File: config.mk
export PLATFORM = sky130hd
export DESIGN_NAME = pixPackTop
export DESIGN_NICKNAME = d
export VERILOG_FILES = /design/src/hdl/pixPackPkg.sv /design/src/hdl/rgb555Pack8.sv /design/src/hdl/colorKeyMatch.sv /design/src/hdl/codeMerge.sv /design/src/hdl/pixPackTop.sv
export SDC_FILE = /design/constraint.sdc
export NUM_CORES = 1
export LEC_CHECK = 0
export BUFFER_PORTS_ARGS = -buffer_cell sky130_fd_sc_hd__buf_2
export CAP_MARGIN = 20
export CORE_AREA = 3 3 101 103
export DETAILED_ROUTE_END_ITERATION = 8
export DIE_AREA = 0 0 104 106
export SETUP_SLACK_MARGIN = 0.1
export SYNTH_ARGS = -nofsm -noshare
export SYNTH_HDL_FRONTEND = slang
export SYNTH_SLANG_ARGS = --single-unit
File: constraint.sdc
create_clock -name clock -period 5.8 [get_ports clock]
set_clock_uncertainty 0.1 [all_clocks]
set_input_delay 0.29 -clock clock [delete_from_list [all_inputs] [get_ports clock]]
set_output_delay 0.29 -clock clock [all_outputs]
set_load 0.02 [all_outputs]
File: src/hdl/pixPackPkg.sv
`default_nettype none

package pixPackPkg;

	// pixel word, channel nibble and packed code
	typedef logic [15:0] rgb555T;
	typedef logic [3:0]  chanT;
	typedef logic [7:0]  packCodeT;

	// 5-bit hue index, top bit picks the nibble order
	typedef logic [4:0]  hueIdxT;

	// which channel is the saturated dominant one
	typedef logic [1:0]  domT;

	localparam domT DOM_NONE  = 2'd0;
	localparam domT DOM_RED   = 2'd1;
	localparam domT DOM_GREEN = 2'd2;
	localparam domT DOM_BLUE  = 2'd3;

	// general table escape into the low-bit table
	localparam hueIdxT HUE_ESCAPE = 5'h1F;

	// reserved codes
	localparam packCodeT TRANSP_CODE = 8'h00;
	localparam packCodeT DARK_CODE   = 8'h01;

	// bit 15 does not take part in keying
	localparam rgb555T KEY_MASK = 16'h7FFF;

endpackage

`default_nettype wire

File: src/hdl/rgb555Pack8.sv
`default_nettype none

module rgb555Pack8 import pixPackPkg::*; (
	input  wire rgb555T pixIn,
	output packCodeT    packedCode
);

	chanT   chanR;
	chanT   chanG;
	chanT   chanB;
	chanT   intens;
	domT    dom;
	logic [2:0] shiftSel;

	chanT   addR;
	chanT   addG;
	chanT   addB;
	chanT   normR;
	chanT   normG;
	chanT   normB;

	hueIdxT hueGen;
	hueIdxT hueLow;
	hueIdxT hueRed;
	hueIdxT hueGreen;
	hueIdxT hueBlue;
	hueIdxT hue;

	always_comb begin
		chanR = pixIn[14:11];
		chanG = pixIn[9:6];
		chanB = pixIn[4:1];

		// green wins ties
		intens = chanG;
		dom = DOM_GREEN;
		if (chanR > intens) begin
			intens = chanR;
			dom = DOM_RED;
		end
		if (chanB > intens) begin
			intens = chanB;
			dom = DOM_BLUE;
		end

		case (intens)
			4'hF, 4'hE: shiftSel = 3'd0;
			4'hD: shiftSel = 3'd1;
			4'hC, 4'hB: shiftSel = 3'd2;
			4'hA, 4'h9, 4'h8: shiftSel = 3'd3;
			4'h7, 4'h6: shiftSel = 3'd4;
			4'h5, 4'h4: shiftSel = 3'd5;
			default: shiftSel = 3'd0;
		endcase

		// stretch mid intensities toward full scale
		case (shiftSel)
			3'd1: begin
				addR = {3'b000, chanR[3]};
				addG = {3'b000, chanG[3]};
				addB = {3'b000, chanB[3]};
			end
			3'd2: begin
				addR = {2'b00, chanR[3:2]};
				addG = {2'b00, chanG[3:2]};
				addB = {2'b00, chanB[3:2]};
			end
			3'd3: begin
				addR = {1'b0, chanR[3:1]};
				addG = {1'b0, chanG[3:1]};
				addB = {1'b0, chanB[3:1]};
			end
			3'd4: begin
				addR = chanR;
				addG = chanG;
				addB = chanB;
			end
			3'd5: begin
				addR = {chanR[2:0], 1'b0};
				addG = {chanG[2:0], 1'b0};
				addB = {chanB[2:0], 1'b0};
			end
			default: begin
				addR = '0;
				addG = '0;
				addB = '0;
			end
		endcase

		normR = chanR + addR;
		normG = chanG + addG;
		normB = chanB + addB;

		// general table on the upper two bits
		case ({normR[3:2], normG[3:2], normB[3:2]})
			6'h00: hueGen = 5'h00;
			6'h01: hueGen = 5'h01;
			6'h02: hueGen = 5'h01;
			6'h03: hueGen = 5'h01;
			6'h04: hueGen = 5'h02;
			6'h05: hueGen = 5'h03;
			6'h06: hueGen = 5'h01;
			6'h07: hueGen = 5'h01;
			6'h08: hueGen = 5'h02;
			6'h09: hueGen = 5'h02;
			6'h0A: hueGen = 5'h03;
			6'h0B: hueGen = 5'h13;
			6'h0C: hueGen = 5'h02;
			6'h0D: hueGen = 5'h02;
			6'h0E: hueGen = 5'h02;
			6'h0F: hueGen = 5'h03;
			6'h10: hueGen = 5'h04;
			6'h11: hueGen = 5'h05;
			6'h12: hueGen = 5'h01;
			6'h13: hueGen = 5'h01;
			6'h14: hueGen = 5'h06;
			6'h15: hueGen = 5'h1F;
			6'h16: hueGen = 5'h01;
			6'h17: hueGen = 5'h01;
			6'h18: hueGen = 5'h02;
			6'h19: hueGen = 5'h02;
			6'h1A: hueGen = 5'h03;
			6'h1B: hueGen = 5'h13;
			6'h1C: hueGen = 5'h02;
			6'h1D: hueGen = 5'h02;
			6'h1E: hueGen = 5'h0A;
			6'h1F: hueGen = 5'h03;
			6'h20: hueGen = 5'h04;
			6'h21: hueGen = 5'h04;
			6'h22: hueGen = 5'h05;
			6'h23: hueGen = 5'h01;
			6'h24: hueGen = 5'h04;
			6'h25: hueGen = 5'h04;
			6'h26: hueGen = 5'h05;
			6'h27: hueGen = 5'h09;
			6'h28: hueGen = 5'h06;
			6'h29: hueGen = 5'h06;
			6'h2A: hueGen = 5'h1F;
			6'h2B: hueGen = 5'h09;
			6'h2C: hueGen = 5'h12;
			6'h2D: hueGen = 5'h12;
			6'h2E: hueGen = 5'h0A;
			6'h2F: hueGen = 5'h0B;
			6'h30: hueGen = 5'h04;
			6'h31: hueGen = 5'h04;
			6'h32: hueGen = 5'h04;
			6'h33: hueGen = 5'h05;
			6'h34: hueGen = 5'h04;
			6'h35: hueGen = 5'h04;
			6'h36: hueGen = 5'h0C;
			6'h37: hueGen = 5'h05;
			6'h38: hueGen = 5'h11;
			6'h39: hueGen = 5'h11;
			6'h3A: hueGen = 5'h0C;
			6'h3B: hueGen = 5'h0D;
			6'h3C: hueGen = 5'h06;
			6'h3D: hueGen = 5'h06;
			6'h3E: hueGen = 5'h0E;
			default: hueGen = 5'h1F;
		endcase

		// low-bit table for near-neutral colours
		case ({normR[1:0], normG[1:0], normB[1:0]})
			6'h02, 6'h03, 6'h12, 6'h13, 6'h17: hueLow = 5'h07;
			6'h20, 6'h21, 6'h22, 6'h23, 6'h27: hueLow = 5'h07;
			6'h30, 6'h31, 6'h32, 6'h33: hueLow = 5'h07;
			6'h35, 6'h36, 6'h37: hueLow = 5'h07;
			6'h06, 6'h07, 6'h09, 6'h0A, 6'h0B: hueLow = 5'h0F;
			6'h0D, 6'h0E, 6'h0F: hueLow = 5'h0F;
			6'h1B, 6'h1E, 6'h1F: hueLow = 5'h0F;
			6'h08, 6'h0C, 6'h18, 6'h1C, 6'h1D: hueLow = 5'h08;
			6'h24, 6'h28, 6'h2C, 6'h2D: hueLow = 5'h08;
			6'h34, 6'h38, 6'h39, 6'h3C, 6'h3D: hueLow = 5'h08;
			default: hueLow = 5'h00;
		endcase

		// red dominant
		case ({normG[3:1], normB[3:1]})
			6'h20, 6'h21, 6'h22, 6'h23: hueRed = 5'h11;
			6'h28, 6'h29, 6'h2A, 6'h2B: hueRed = 5'h11;
			6'h24, 6'h25, 6'h2C, 6'h2D: hueRed = 5'h0C;
			6'h26, 6'h27, 6'h2E, 6'h2F: hueRed = 5'h0D;
			6'h30, 6'h31, 6'h32, 6'h33: hueRed = 5'h06;
			6'h38, 6'h39, 6'h3A, 6'h3B: hueRed = 5'h06;
			6'h34, 6'h35, 6'h3C, 6'h3D: hueRed = 5'h0E;
			6'h36, 6'h3F: hueRed = 5'h00;
			6'h37: hueRed = 5'h07;
			6'h3E: hueRed = 5'h08;
			default: hueRed = ({normG[3:1], normB[3:1]} & 6'h04) != 0 ? 5'h05 : 5'h04;
		endcase

		// green dominant
		case ({normR[3:1], normB[3:1]})
			6'h20, 6'h21, 6'h22, 6'h23: hueGreen = 5'h12;
			6'h28, 6'h29, 6'h2A, 6'h2B: hueGreen = 5'h12;
			6'h24, 6'h25, 6'h2C, 6'h2D: hueGreen = 5'h0A;
			6'h26, 6'h27, 6'h2E, 6'h2F: hueGreen = 5'h0B;
			6'h30, 6'h31, 6'h32, 6'h33: hueGreen = 5'h06;
			6'h38, 6'h39, 6'h3A, 6'h3B: hueGreen = 5'h06;
			6'h34, 6'h35, 6'h3C, 6'h3D: hueGreen = 5'h0E;
			6'h36, 6'h3F: hueGreen = 5'h00;
			6'h37: hueGreen = 5'h0F;
			6'h3E: hueGreen = 5'h08;
			default: hueGreen = ({normR[3:1], normB[3:1]} & 6'h04) != 0 ? 5'h03 : 5'h02;
		endcase

		// blue dominant
		case ({normR[3:1], normG[3:1]})
			6'h20, 6'h21, 6'h22, 6'h23: hueBlue = 5'h05;
			6'h28, 6'h29, 6'h2A, 6'h2B: hueBlue = 5'h05;
			6'h30, 6'h31, 6'h32, 6'h33: hueBlue = 5'h05;
			6'h38, 6'h39, 6'h3A, 6'h3B: hueBlue = 5'h05;
			6'h24, 6'h25, 6'h2C, 6'h2D: hueBlue = 5'h09;
			6'h26, 6'h27, 6'h2E, 6'h2F: hueBlue = 5'h0B;
			6'h34, 6'h35, 6'h3C, 6'h3D: hueBlue = 5'h0D;
			6'h36, 6'h3F: hueBlue = 5'h00;
			6'h37: hueBlue = 5'h0F;
			6'h3E: hueBlue = 5'h07;
			6'h04, 6'h05, 6'h0C, 6'h0D: hueBlue = 5'h13;
			6'h14, 6'h15, 6'h1C, 6'h1D: hueBlue = 5'h13;
			6'h06, 6'h07, 6'h0E, 6'h0F: hueBlue = 5'h03;
			6'h16, 6'h17, 6'h1E, 6'h1F: hueBlue = 5'h03;
			default: hueBlue = 5'h01;
		endcase

		// dominant tables only apply when that channel is saturated
		if (dom == DOM_RED && normR[3:1] != 3'b111) begin
			dom = DOM_NONE;
		end
		if (dom == DOM_GREEN && normG[3:1] != 3'b111) begin
			dom = DOM_NONE;
		end
		if (dom == DOM_BLUE && normB[3:1] != 3'b111) begin
			dom = DOM_NONE;
		end

		case (dom)
			DOM_RED: hue = hueRed;
			DOM_GREEN: hue = hueGreen;
			DOM_BLUE: hue = hueBlue;
			default: hue = hueGen;
		endcase

		if (hue == HUE_ESCAPE) begin
			hue = hueLow;
		end

		// very dark: snap to a primary or to gray
		if (intens[3:2] == 2'b00) begin
			if (intens[1:0] != 2'b00 && hue != 5'h00 && hue != 5'h07 &&
					hue[4:3] == 2'b00) begin
				case (dom)
					DOM_RED: hue = 5'h11;
					DOM_GREEN: hue = 5'h12;
					DOM_BLUE: hue = 5'h13;
					default: hue = hue;
				endcase
			end else begin
				hue = 5'h00;
			end
		end

		if (hue[4]) begin
			packedCode = {intens, hue[3:0]};
		end else begin
			packedCode = {hue[3:0], intens};
		end
	end

endmodule

`default_nettype wire

File: src/hdl/colorKeyMatch.sv
`default_nettype none

module colorKeyMatch import pixPackPkg::*; (
	input  wire         clock,
	input  wire         arstN,
	input  wire         keyLoad,
	input  wire rgb555T keyIn,
	input  wire         keyEnable,
	input  wire rgb555T pixIn,
	output logic        keyHit
);

	rgb555T keyReg;

	// key register, zero out of reset
	always_ff @(posedge clock or negedge arstN) begin
		if (!arstN) begin
			keyReg <= '0;
		end else if (keyLoad) begin
			keyReg <= keyIn;
		end
	end

	// compare only the colour bits
	always_comb begin
		keyHit = keyEnable && ((pixIn & KEY_MASK) == (keyReg & KEY_MASK));
	end

endmodule

`default_nettype wire

File: src/hdl/codeMerge.sv
`default_nettype none

module codeMerge import pixPackPkg::*; (
	input  wire           clock,
	input  wire           arstN,
	input  wire           pixValid,
	input  wire           keyHit,
	input  wire packCodeT packedCode,
	output logic          codeValid,
	output packCodeT      codeOut
);

	packCodeT mergedCode;

	always_comb begin
		if (keyHit) begin
			mergedCode = TRANSP_CODE;
		end else if (packedCode == TRANSP_CODE) begin
			// opaque black must not look transparent
			mergedCode = DARK_CODE;
		end else begin
			mergedCode = packedCode;
		end
	end

	always_ff @(posedge clock or negedge arstN) begin
		if (!arstN) begin
			codeValid <= 1'b0;
			codeOut <= '0;
		end else begin
			codeValid <= pixValid;
			if (pixValid) begin
				codeOut <= mergedCode;
			end
		end
	end

endmodule

`default_nettype wire

File: src/hdl/pixPackTop.sv
`default_nettype none

module pixPackTop import pixPackPkg::*; (
	input  wire           clock,
	input  wire           arstN,
	input  wire           pixValid,
	input  wire rgb555T   pixIn,
	input  wire           keyLoad,
	input  wire rgb555T   keyIn,
	input  wire           keyEnable,
	output wire           codeValid,
	output wire packCodeT codeOut
);

	wire packCodeT packedCode;
	wire           keyHit;

	rgb555Pack8 u_pack (
		.pixIn     (pixIn),
		.packedCode(packedCode)
	);

	colorKeyMatch u_key (
		.clock    (clock),
		.arstN    (arstN),
		.keyLoad  (keyLoad),
		.keyIn    (keyIn),
		.keyEnable(keyEnable),
		.pixIn    (pixIn),
		.keyHit   (keyHit)
	);

	codeMerge u_merge (
		.clock     (clock),
		.arstN     (arstN),
		.pixValid  (pixValid),
		.keyHit    (keyHit),
		.packedCode(packedCode),
		.codeValid (codeValid),
		.codeOut   (codeOut)
	);

endmodule

`default_nettype wire

# Word level (Yosys, flattened, before mapping)
# Memory sizes are Yosys's and may differ from the RTL's.
# Cells that the tools add are included.
[word_totals]
output_inout_bits = 9
input_bits = 37
register_bits = 24
word_cells = 139
mem_bits_ro = 944
memories = 4
[op_classes]
eq_ne = 81
mux = 22
addsub = 3
order_cmp = 2
n_reduce_logical = 24
[mem_list]
columns = ["name", "words", "word_bits", "read_ports", "rd_ports_with_merged_regs", "wr", "line", "source"]
rows = [
  ["(name not given)", 64, 5, 1, 0, 0, "rgb555Pack8.sv:95", "case ({normR[3:2], normG[3:2], normB[3:2]})"],
  ["(name not given)", 64, 5, 1, 0, 0, "rgb555Pack8.sv:208", "case ({normR[3:1], normG[3:1]})"],
  ["(name not given)", 64, 4, 1, 0, 0, "rgb555Pack8.sv:163", "case ({normR[1:0], normG[1:0], normB[1:0]})"],
  ["(name not given)", 16, 3, 1, 0, 0, "rgb555Pack8.sv:46", "case (intens)"],
]
[op_table]
columns = ["cell", "count"]
rows = [
  ["== test 6 bit, second input constant", 64],
  ["one-hot mux 5 bit (8 select lines)", 2],
  ["one-hot mux 4 bit (5 select lines)", 3],
  ["OR reduction 8 bit", 4],
  ["one-hot mux 5 bit (3 select lines)", 2],
  ["2-to-1 mux 8 bit", 3],
  ["OR reduction 4 bit", 6],
  ["== test 15 bit", 1],
  ["2-to-1 mux 5 bit", 3],
  ["adder 4 bit", 3],
  ["2-to-1 mux 2 bit", 5],
  ["!= test 3 bit, second input constant", 3],
  ["== test 2 bit, second input constant", 4],
  ["> comparator 4 bit", 2],
  ["zero test 8 bit", 1],
  ["2-to-1 mux 4 bit", 2],
  ["logical AND 1 bit", 7],
  ["== test 3 x 2 -> 1 bit, second input constant", 2],
  ["== test 3 bit, second input constant", 2],
  ["== test 5 bit, second input constant", 1],
  ["!= test 5 x 3 -> 1 bit, second input constant", 1],
  ["nonzero test 5 bit", 1],
  ["== test 2 x 1 -> 1 bit, second input constant", 2],
  ["zero test 2 bit", 2],
  ["4 further kinds", 6],
]

# Logic depth before layout (Yosys ltp)
# An unclocked memory read counts as a cell.
[depth]
ltp_word = 31
ltp_mapped = 35
depth_no_buf = 32

# Cells and area by module
# Synthesis repeated with hierarchy kept, for this count alone.
[hier_totals]
hier_cells = 425
area_unflattened_um2 = 3509.6
[by_module_without_submodules]
columns = ["module", "area_each_um2", "seq_area_each_um2", "cells_per_inst", "instances"]
rows = [
  ["rgb555Pack8", 2341.0, 0.0, 336, 1],
  ["colorKeyMatch", 773.2, 375.4, 52, 1],
  ["codeMerge", 395.4, 225.2, 37, 1],
]

# Worst setup path before layout
# No wires, ideal clock.
[synth_timing]
kind = "input to register"
startpoint = "input pixIn[7]"
endpoint = "register u_merge.codeOut[0]"
required_ns = 5.571
cell_stages = 31
setup_ns = 0.129
arrival_ns = 7.161
path_buffers = 4
slack_ns = -1.590
path_cell_list = "buf_2 inv_1 ha_1 nor2b_4 o211ai_1 a21boi_1 a21oi_1 ha_1 nor2b_1 o211ai_1 a21o_1 clkbuf_1 nand2_1 o21ai_1 clkbuf_1 nor2_1 a222oi_1 nand2_1 ha_1 fa_1 clkbuf_1 nand4_1 o21bai_1 o32a_1 o211ai_2 o31ai_2 or4b_4 nand2_1 nand2_1 and4_4 a2111o_1"
[synth_between]
elab_chain_len = 31
elab_cells_between_ends = 136
classes_between = "3 x add/sub; 2 x order compare; 81 x eq/ne; 22 x mux; 24 x reduce/logical; 4 x memory"
[synth_rtl]
columns = ["element", "line", "source"]
rows = [
  ["start: declaration", "pixPackTop.sv:7", "input wire rgb555T pixIn,"],
  ["> comparator 4 bit", "rgb555Pack8.sv:37", "if (chanR > intens) begin"],
  ["2-to-1 mux 4 bit", "rgb555Pack8.sv:37", ""],
  ["> comparator 4 bit", "rgb555Pack8.sv:41", "if (chanB > intens) begin"],
  ["2-to-1 mux 4 bit", "rgb555Pack8.sv:41", ""],
  ["memory (16 x 3 bit)", "-", ""],
  ["== test 3 bit, or another cell as far along", "rgb555Pack8.sv:57", "case (shiftSel)"],
  ["one-hot mux 4 bit (5 select lines)", "rgb555Pack8.sv:57", ""],
  ["adder 4 bit", "rgb555Pack8.sv:90", "normR = chanR + addR;"],
  ["[... 13 more ...]", "-", ""],
  ["nonzero test 5 bit", "rgb555Pack8.sv:250", "if (intens[1:0] != 2'b00 && hue != 5'h00 && hue != 5'h07 &&"],
  ["logical AND 1 bit (3 in series)", "rgb555Pack8.sv:250", ""],
  ["2-to-1 mux 5 bit", "rgb555Pack8.sv:250", ""],
  ["2-to-1 mux 5 bit", "rgb555Pack8.sv:249", "if (intens[3:2] == 2'b00) begin"],
  ["2-to-1 mux 8 bit", "rgb555Pack8.sv:263", "if (hue[4]) begin"],
  ["zero test 8 bit", "codeMerge.sv:18", "end else if (packedCode == TRANSP_CODE) begin"],
  ["2-to-1 mux 8 bit", "codeMerge.sv:18", ""],
  ["2-to-1 mux 8 bit *", "codeMerge.sv:16", "if (keyHit) begin"],
  ["end signal: assignment", "codeMerge.sv:33", "codeOut <= mergedCode;"],
  ["end: declaration", "codeMerge.sv:10", "output packCodeT codeOut"],
]
# Every way passes the cells marked *; elsewhere a longest branch is shown, timed or not.
# A chain may end at the register's enable or synchronous reset.

# Worst setup path in the final report
# Same ends and word-level chain as after synthesis.

==> key figures <==
Run status
  – Status: finished, violations left
  – Failing checks: negative setup slack

Clock tree
  – Clock latency on the worst-skew pair: about 260 ps
  – CTS Buf Count: 3
  – CTS tree: built
  – Root cell of the clock tree: clkbuf_8
  – CTS sink count: 24
  – Clock transition at path regs: roughly 80 ps
  – Clock Path Buffers: 2
  – Deepest level of the CTS H-tree: 1

Detailed routing
  – DRT antenna net count: 0
  – DRT Wirelength: 11,980 um
  – Routed via count: about 4,000
  – DRT iter0 DRCs: 251
  – Wire per inst: about 17 um
  – Vias per inst: around 5.5
  – # DRC: 0
  – 1st-pass router iterations: 5

Critical path
  – Max FO, Critical Path: 6
  – Critical Path End: u_merge.codeOut[0]$_DFFE_PN0P_
  – Worst reg2reg path depth: 8
  – Worst Path Required: 5860 ps
  – Critical path launch point type: primary input
  – Capturing point of the worst reg2reg path: u_merge.codeOut[0]$_DFFE_PN0P_
  – Worst EP arrival: 6410 ps
  – CP startpoint: pixIn[7]
  – Critical-path top delay cell: or3_4
  – Setup CP Type: primary input to flop
  – CP max stage delay: slightly below 400 ps
  – Critical path capture point type: flop
  – Flop2flop setup slack: 3200 ps
  – RR Startpoint: u_key.keyReg[2]$_DFFE_PN0P_
  – Crit-path most repeated cell: buf_12

STA
  – Final worst slack: -554.3 ps
  – Minimum clock period after layout: between 6000 and 7000 ps
  – Relative slew slack: a little over half
  – Max Fclk: between 0.15 and 0.2 GHz
  – Final period utilization: 109.6%
  – Unrepaired setup endpoints after global routing: yes
  – Fin. Hold Viols: 0
  – Measured slew at the worst slew-check pin: around 710 ps
  – Setup TNS: -3285 ps
  – Setup-failing EPs final: 8
  – Count of pins over their slew limit: 0

Finish
  – Post-Layout Cell Count: between 700 and 800
  – Register area: roughly 600 sq um
  – Multi-input gate area: about 0.0032 sq mm
  – Layout cells sized above 1: between 50% and 60%
  – ANT cells: 0
  – Synthesis-to-finish area growth: 68.75%
  – Nets@finish: 655
  – Fill cell count: roughly 840

Floorplanning
  – Die H: ~110 um
  – Core Region: about 0.0093 sq mm
  – Die ar.: between 0.01 and 0.015 sq mm
  – Initial Util: a little over a third
  – Row count: 35
  – Die Wd: ~100 um
  – Num ports: between 40 and 50

Synthesis
  – Synth cell types: 75
  – EDFF count, synth: 0
  – Cell with the most instances after synthesis: nor2_1
  – Post-Syn Area: about 0.0033 sq mm
  – Leading area contributor after synthesis: dfrtp_1
  – Syn Nets: 478
  – Synthesized flop and latch total: 24
  – Synth top area cells: dfrtp_1 (18%), ha_1 (7.6%), mux2_2 (5.1%)
  – Seq/Total Area, Yosys: between 10% and 20%
  – Post-Synthesis Cells: approximately 420
  – Post-synthesis async set-or-reset flop share: between 90% and 100%
  – Mean Syn Cell Area: 7.872 sq um
  – Yosys top cell area share: 18.25%
  – Most instantiated cells after synthesis: nor2_1 (39), nand2_1 (36), a21oi_1 (32)
  – Synth warn: 0
  – Predominant post-synthesis flop cell: dfrtp_1

GRT
  – Grt ovf: 0
  – GRT Overall Usage: 20.94%
  – Initial antenna violation count: 0
  – Pin count of the biggest net entering global routing: 25
  – Via count of the first global-routing pass: ~4,100
  – First-pass GRT wire length: 19,770 um

Place
  – Cells after DPL: between 600 and 700
  – Post-DP HPWL: 8813 um
  – Port bufs: 43
  – Placer Congestion: 0.9544

Pwr
  – Leakage dissipation: about 2.4 nW
  – Peak supply drop: approximately 0.37 mV
  – Power Dens Cells: 473.8 mW/mm^2
  – Total power: about 0.0026 W

Min path
  – HP Class: primary input to flop

Run
  – Max_cap viols: 0
routing by layer:
metal  up-vias  share of wire [%]  global-route usage (%)
li1       1923                  -                       -
met1      1930                 45                   27.74
met2       128                 50                   37.14
met3        22                3.8                   1.396
met4         0                1.5                   5.318
met5         -                  0                       0
area by class of cell:
class,instances,share of cell area [%]
timing repair buffer,196,27.33
multi-input combinational,354,56.74
sequential,24,10.82
tap,129,2.907
clock buffer,4,0.9914
inverter,16,1.217
cell usage in the layout, fill, tap and decap left out, drive strengths merged, types with 11 or more instances in the layout:
| cell type | netlist | final |
|---|---|---|
| nor2 | 39 | 39 |
| mux2 | 15 | 15 |
| ha | 20 | 20 |
| dfrtp | 24 | 24 |
| buf | 5 | 195 |
| inv | 16 | 16 |
| nand4 | 11 | 11 |
| nand2 | 36 | 36 |
| o21ai | 28 | 28 |
| a21oi | 33 | 33 |
| nand3 | 13 | 13 |
| xnor2 | 19 | 19 |
kinds of logic (layout without fill, tap and decap cells):
kind of cell / count (synthesis) / count (layout) / share of synthesized area, %
XOR/XNOR: 26 / 26 / 7.491
flip-flops: 24 / 24 / 18.25
buffers and inverters: 40 / 216 / 4.943
AO/OA/AOI/OAI: 140 / 140 / 30.19
adder cells (fa/ha/maj): 23 / 23 / 9.430
multiplexers: 21 / 21 / 7.338
AND/OR/NAND/NOR: 144 / 144 / 22.36
worst min path at each step:
stage | startpoint | end | slack (ps) | cells after the start
after floorplan | arstN | u_key.keyReg[0]$_DFFE_PN0P_ | -110 | 0
after global placement | arstN | u_merge.codeOut[4]$_DFFE_PN0P_ | 190 | 1
after detailed placement | arstN | u_merge.codeOut[1]$_DFFE_PN0P_ | 200 | 1
after CTS | pixValid | u_merge.codeValid$_DFF_PN0_ | 110 | 1
after global routing | pixValid | u_merge.codeValid$_DFF_PN0_ | 110 | 1
final | pixValid | u_merge.codeValid$_DFF_PN0_ | 120 | 1
where the power goes:
group	leakage, nW	total (W)	switching (W)	internal (W)
Clock	0.0288	0.000113	0.0000524	0.0000606
Combinational	2.10	0.00229	0.00113	0.00116
Sequential	0.286	0.000227	0.0000212	0.000206
Total	2.41	0.00263	0.00120	0.00143
registers in the layout (all words and copies together), names as in the netlist:
name	count
u_key.keyReg	15
u_merge.codeOut	8
u_merge.codeValid	1
critical path, delay by kind of cell:
kind                     cells  cell delay, ps
AO/OA/AOI/OAI               15            2620
adder cells (fa/ha/maj)      3             780
buffers and inverters       10            1130
AND/OR/NAND/NOR              8            1540
timing repair:
item | 4_1_cts | 5_1_grt
endpoints found under the setup margin | 8 | 8
pin swaps | 43 | 37
gates resized for setup | 63 | 46
hold endpoints to repair | 24 | 0
hold buffers | 1 | 0
buffers inserted | 32 | 16
through the flow:
step	hold WS, ps	utilization [%]	setup slack [ps]	cell area, sq um
floorplan	-105.6	-	-770.1	3530
CTS	105.4	55.97	-289.7	5196
global placement	193.9	49.10	-1069	4558
finish	120.1	59.81	-554.3	5553
global route	106.7	59.81	-878.6	5553
detailed placement	204.1	49.10	-1139	4558
No activity file was read; power rests on OpenSTA's default activity.
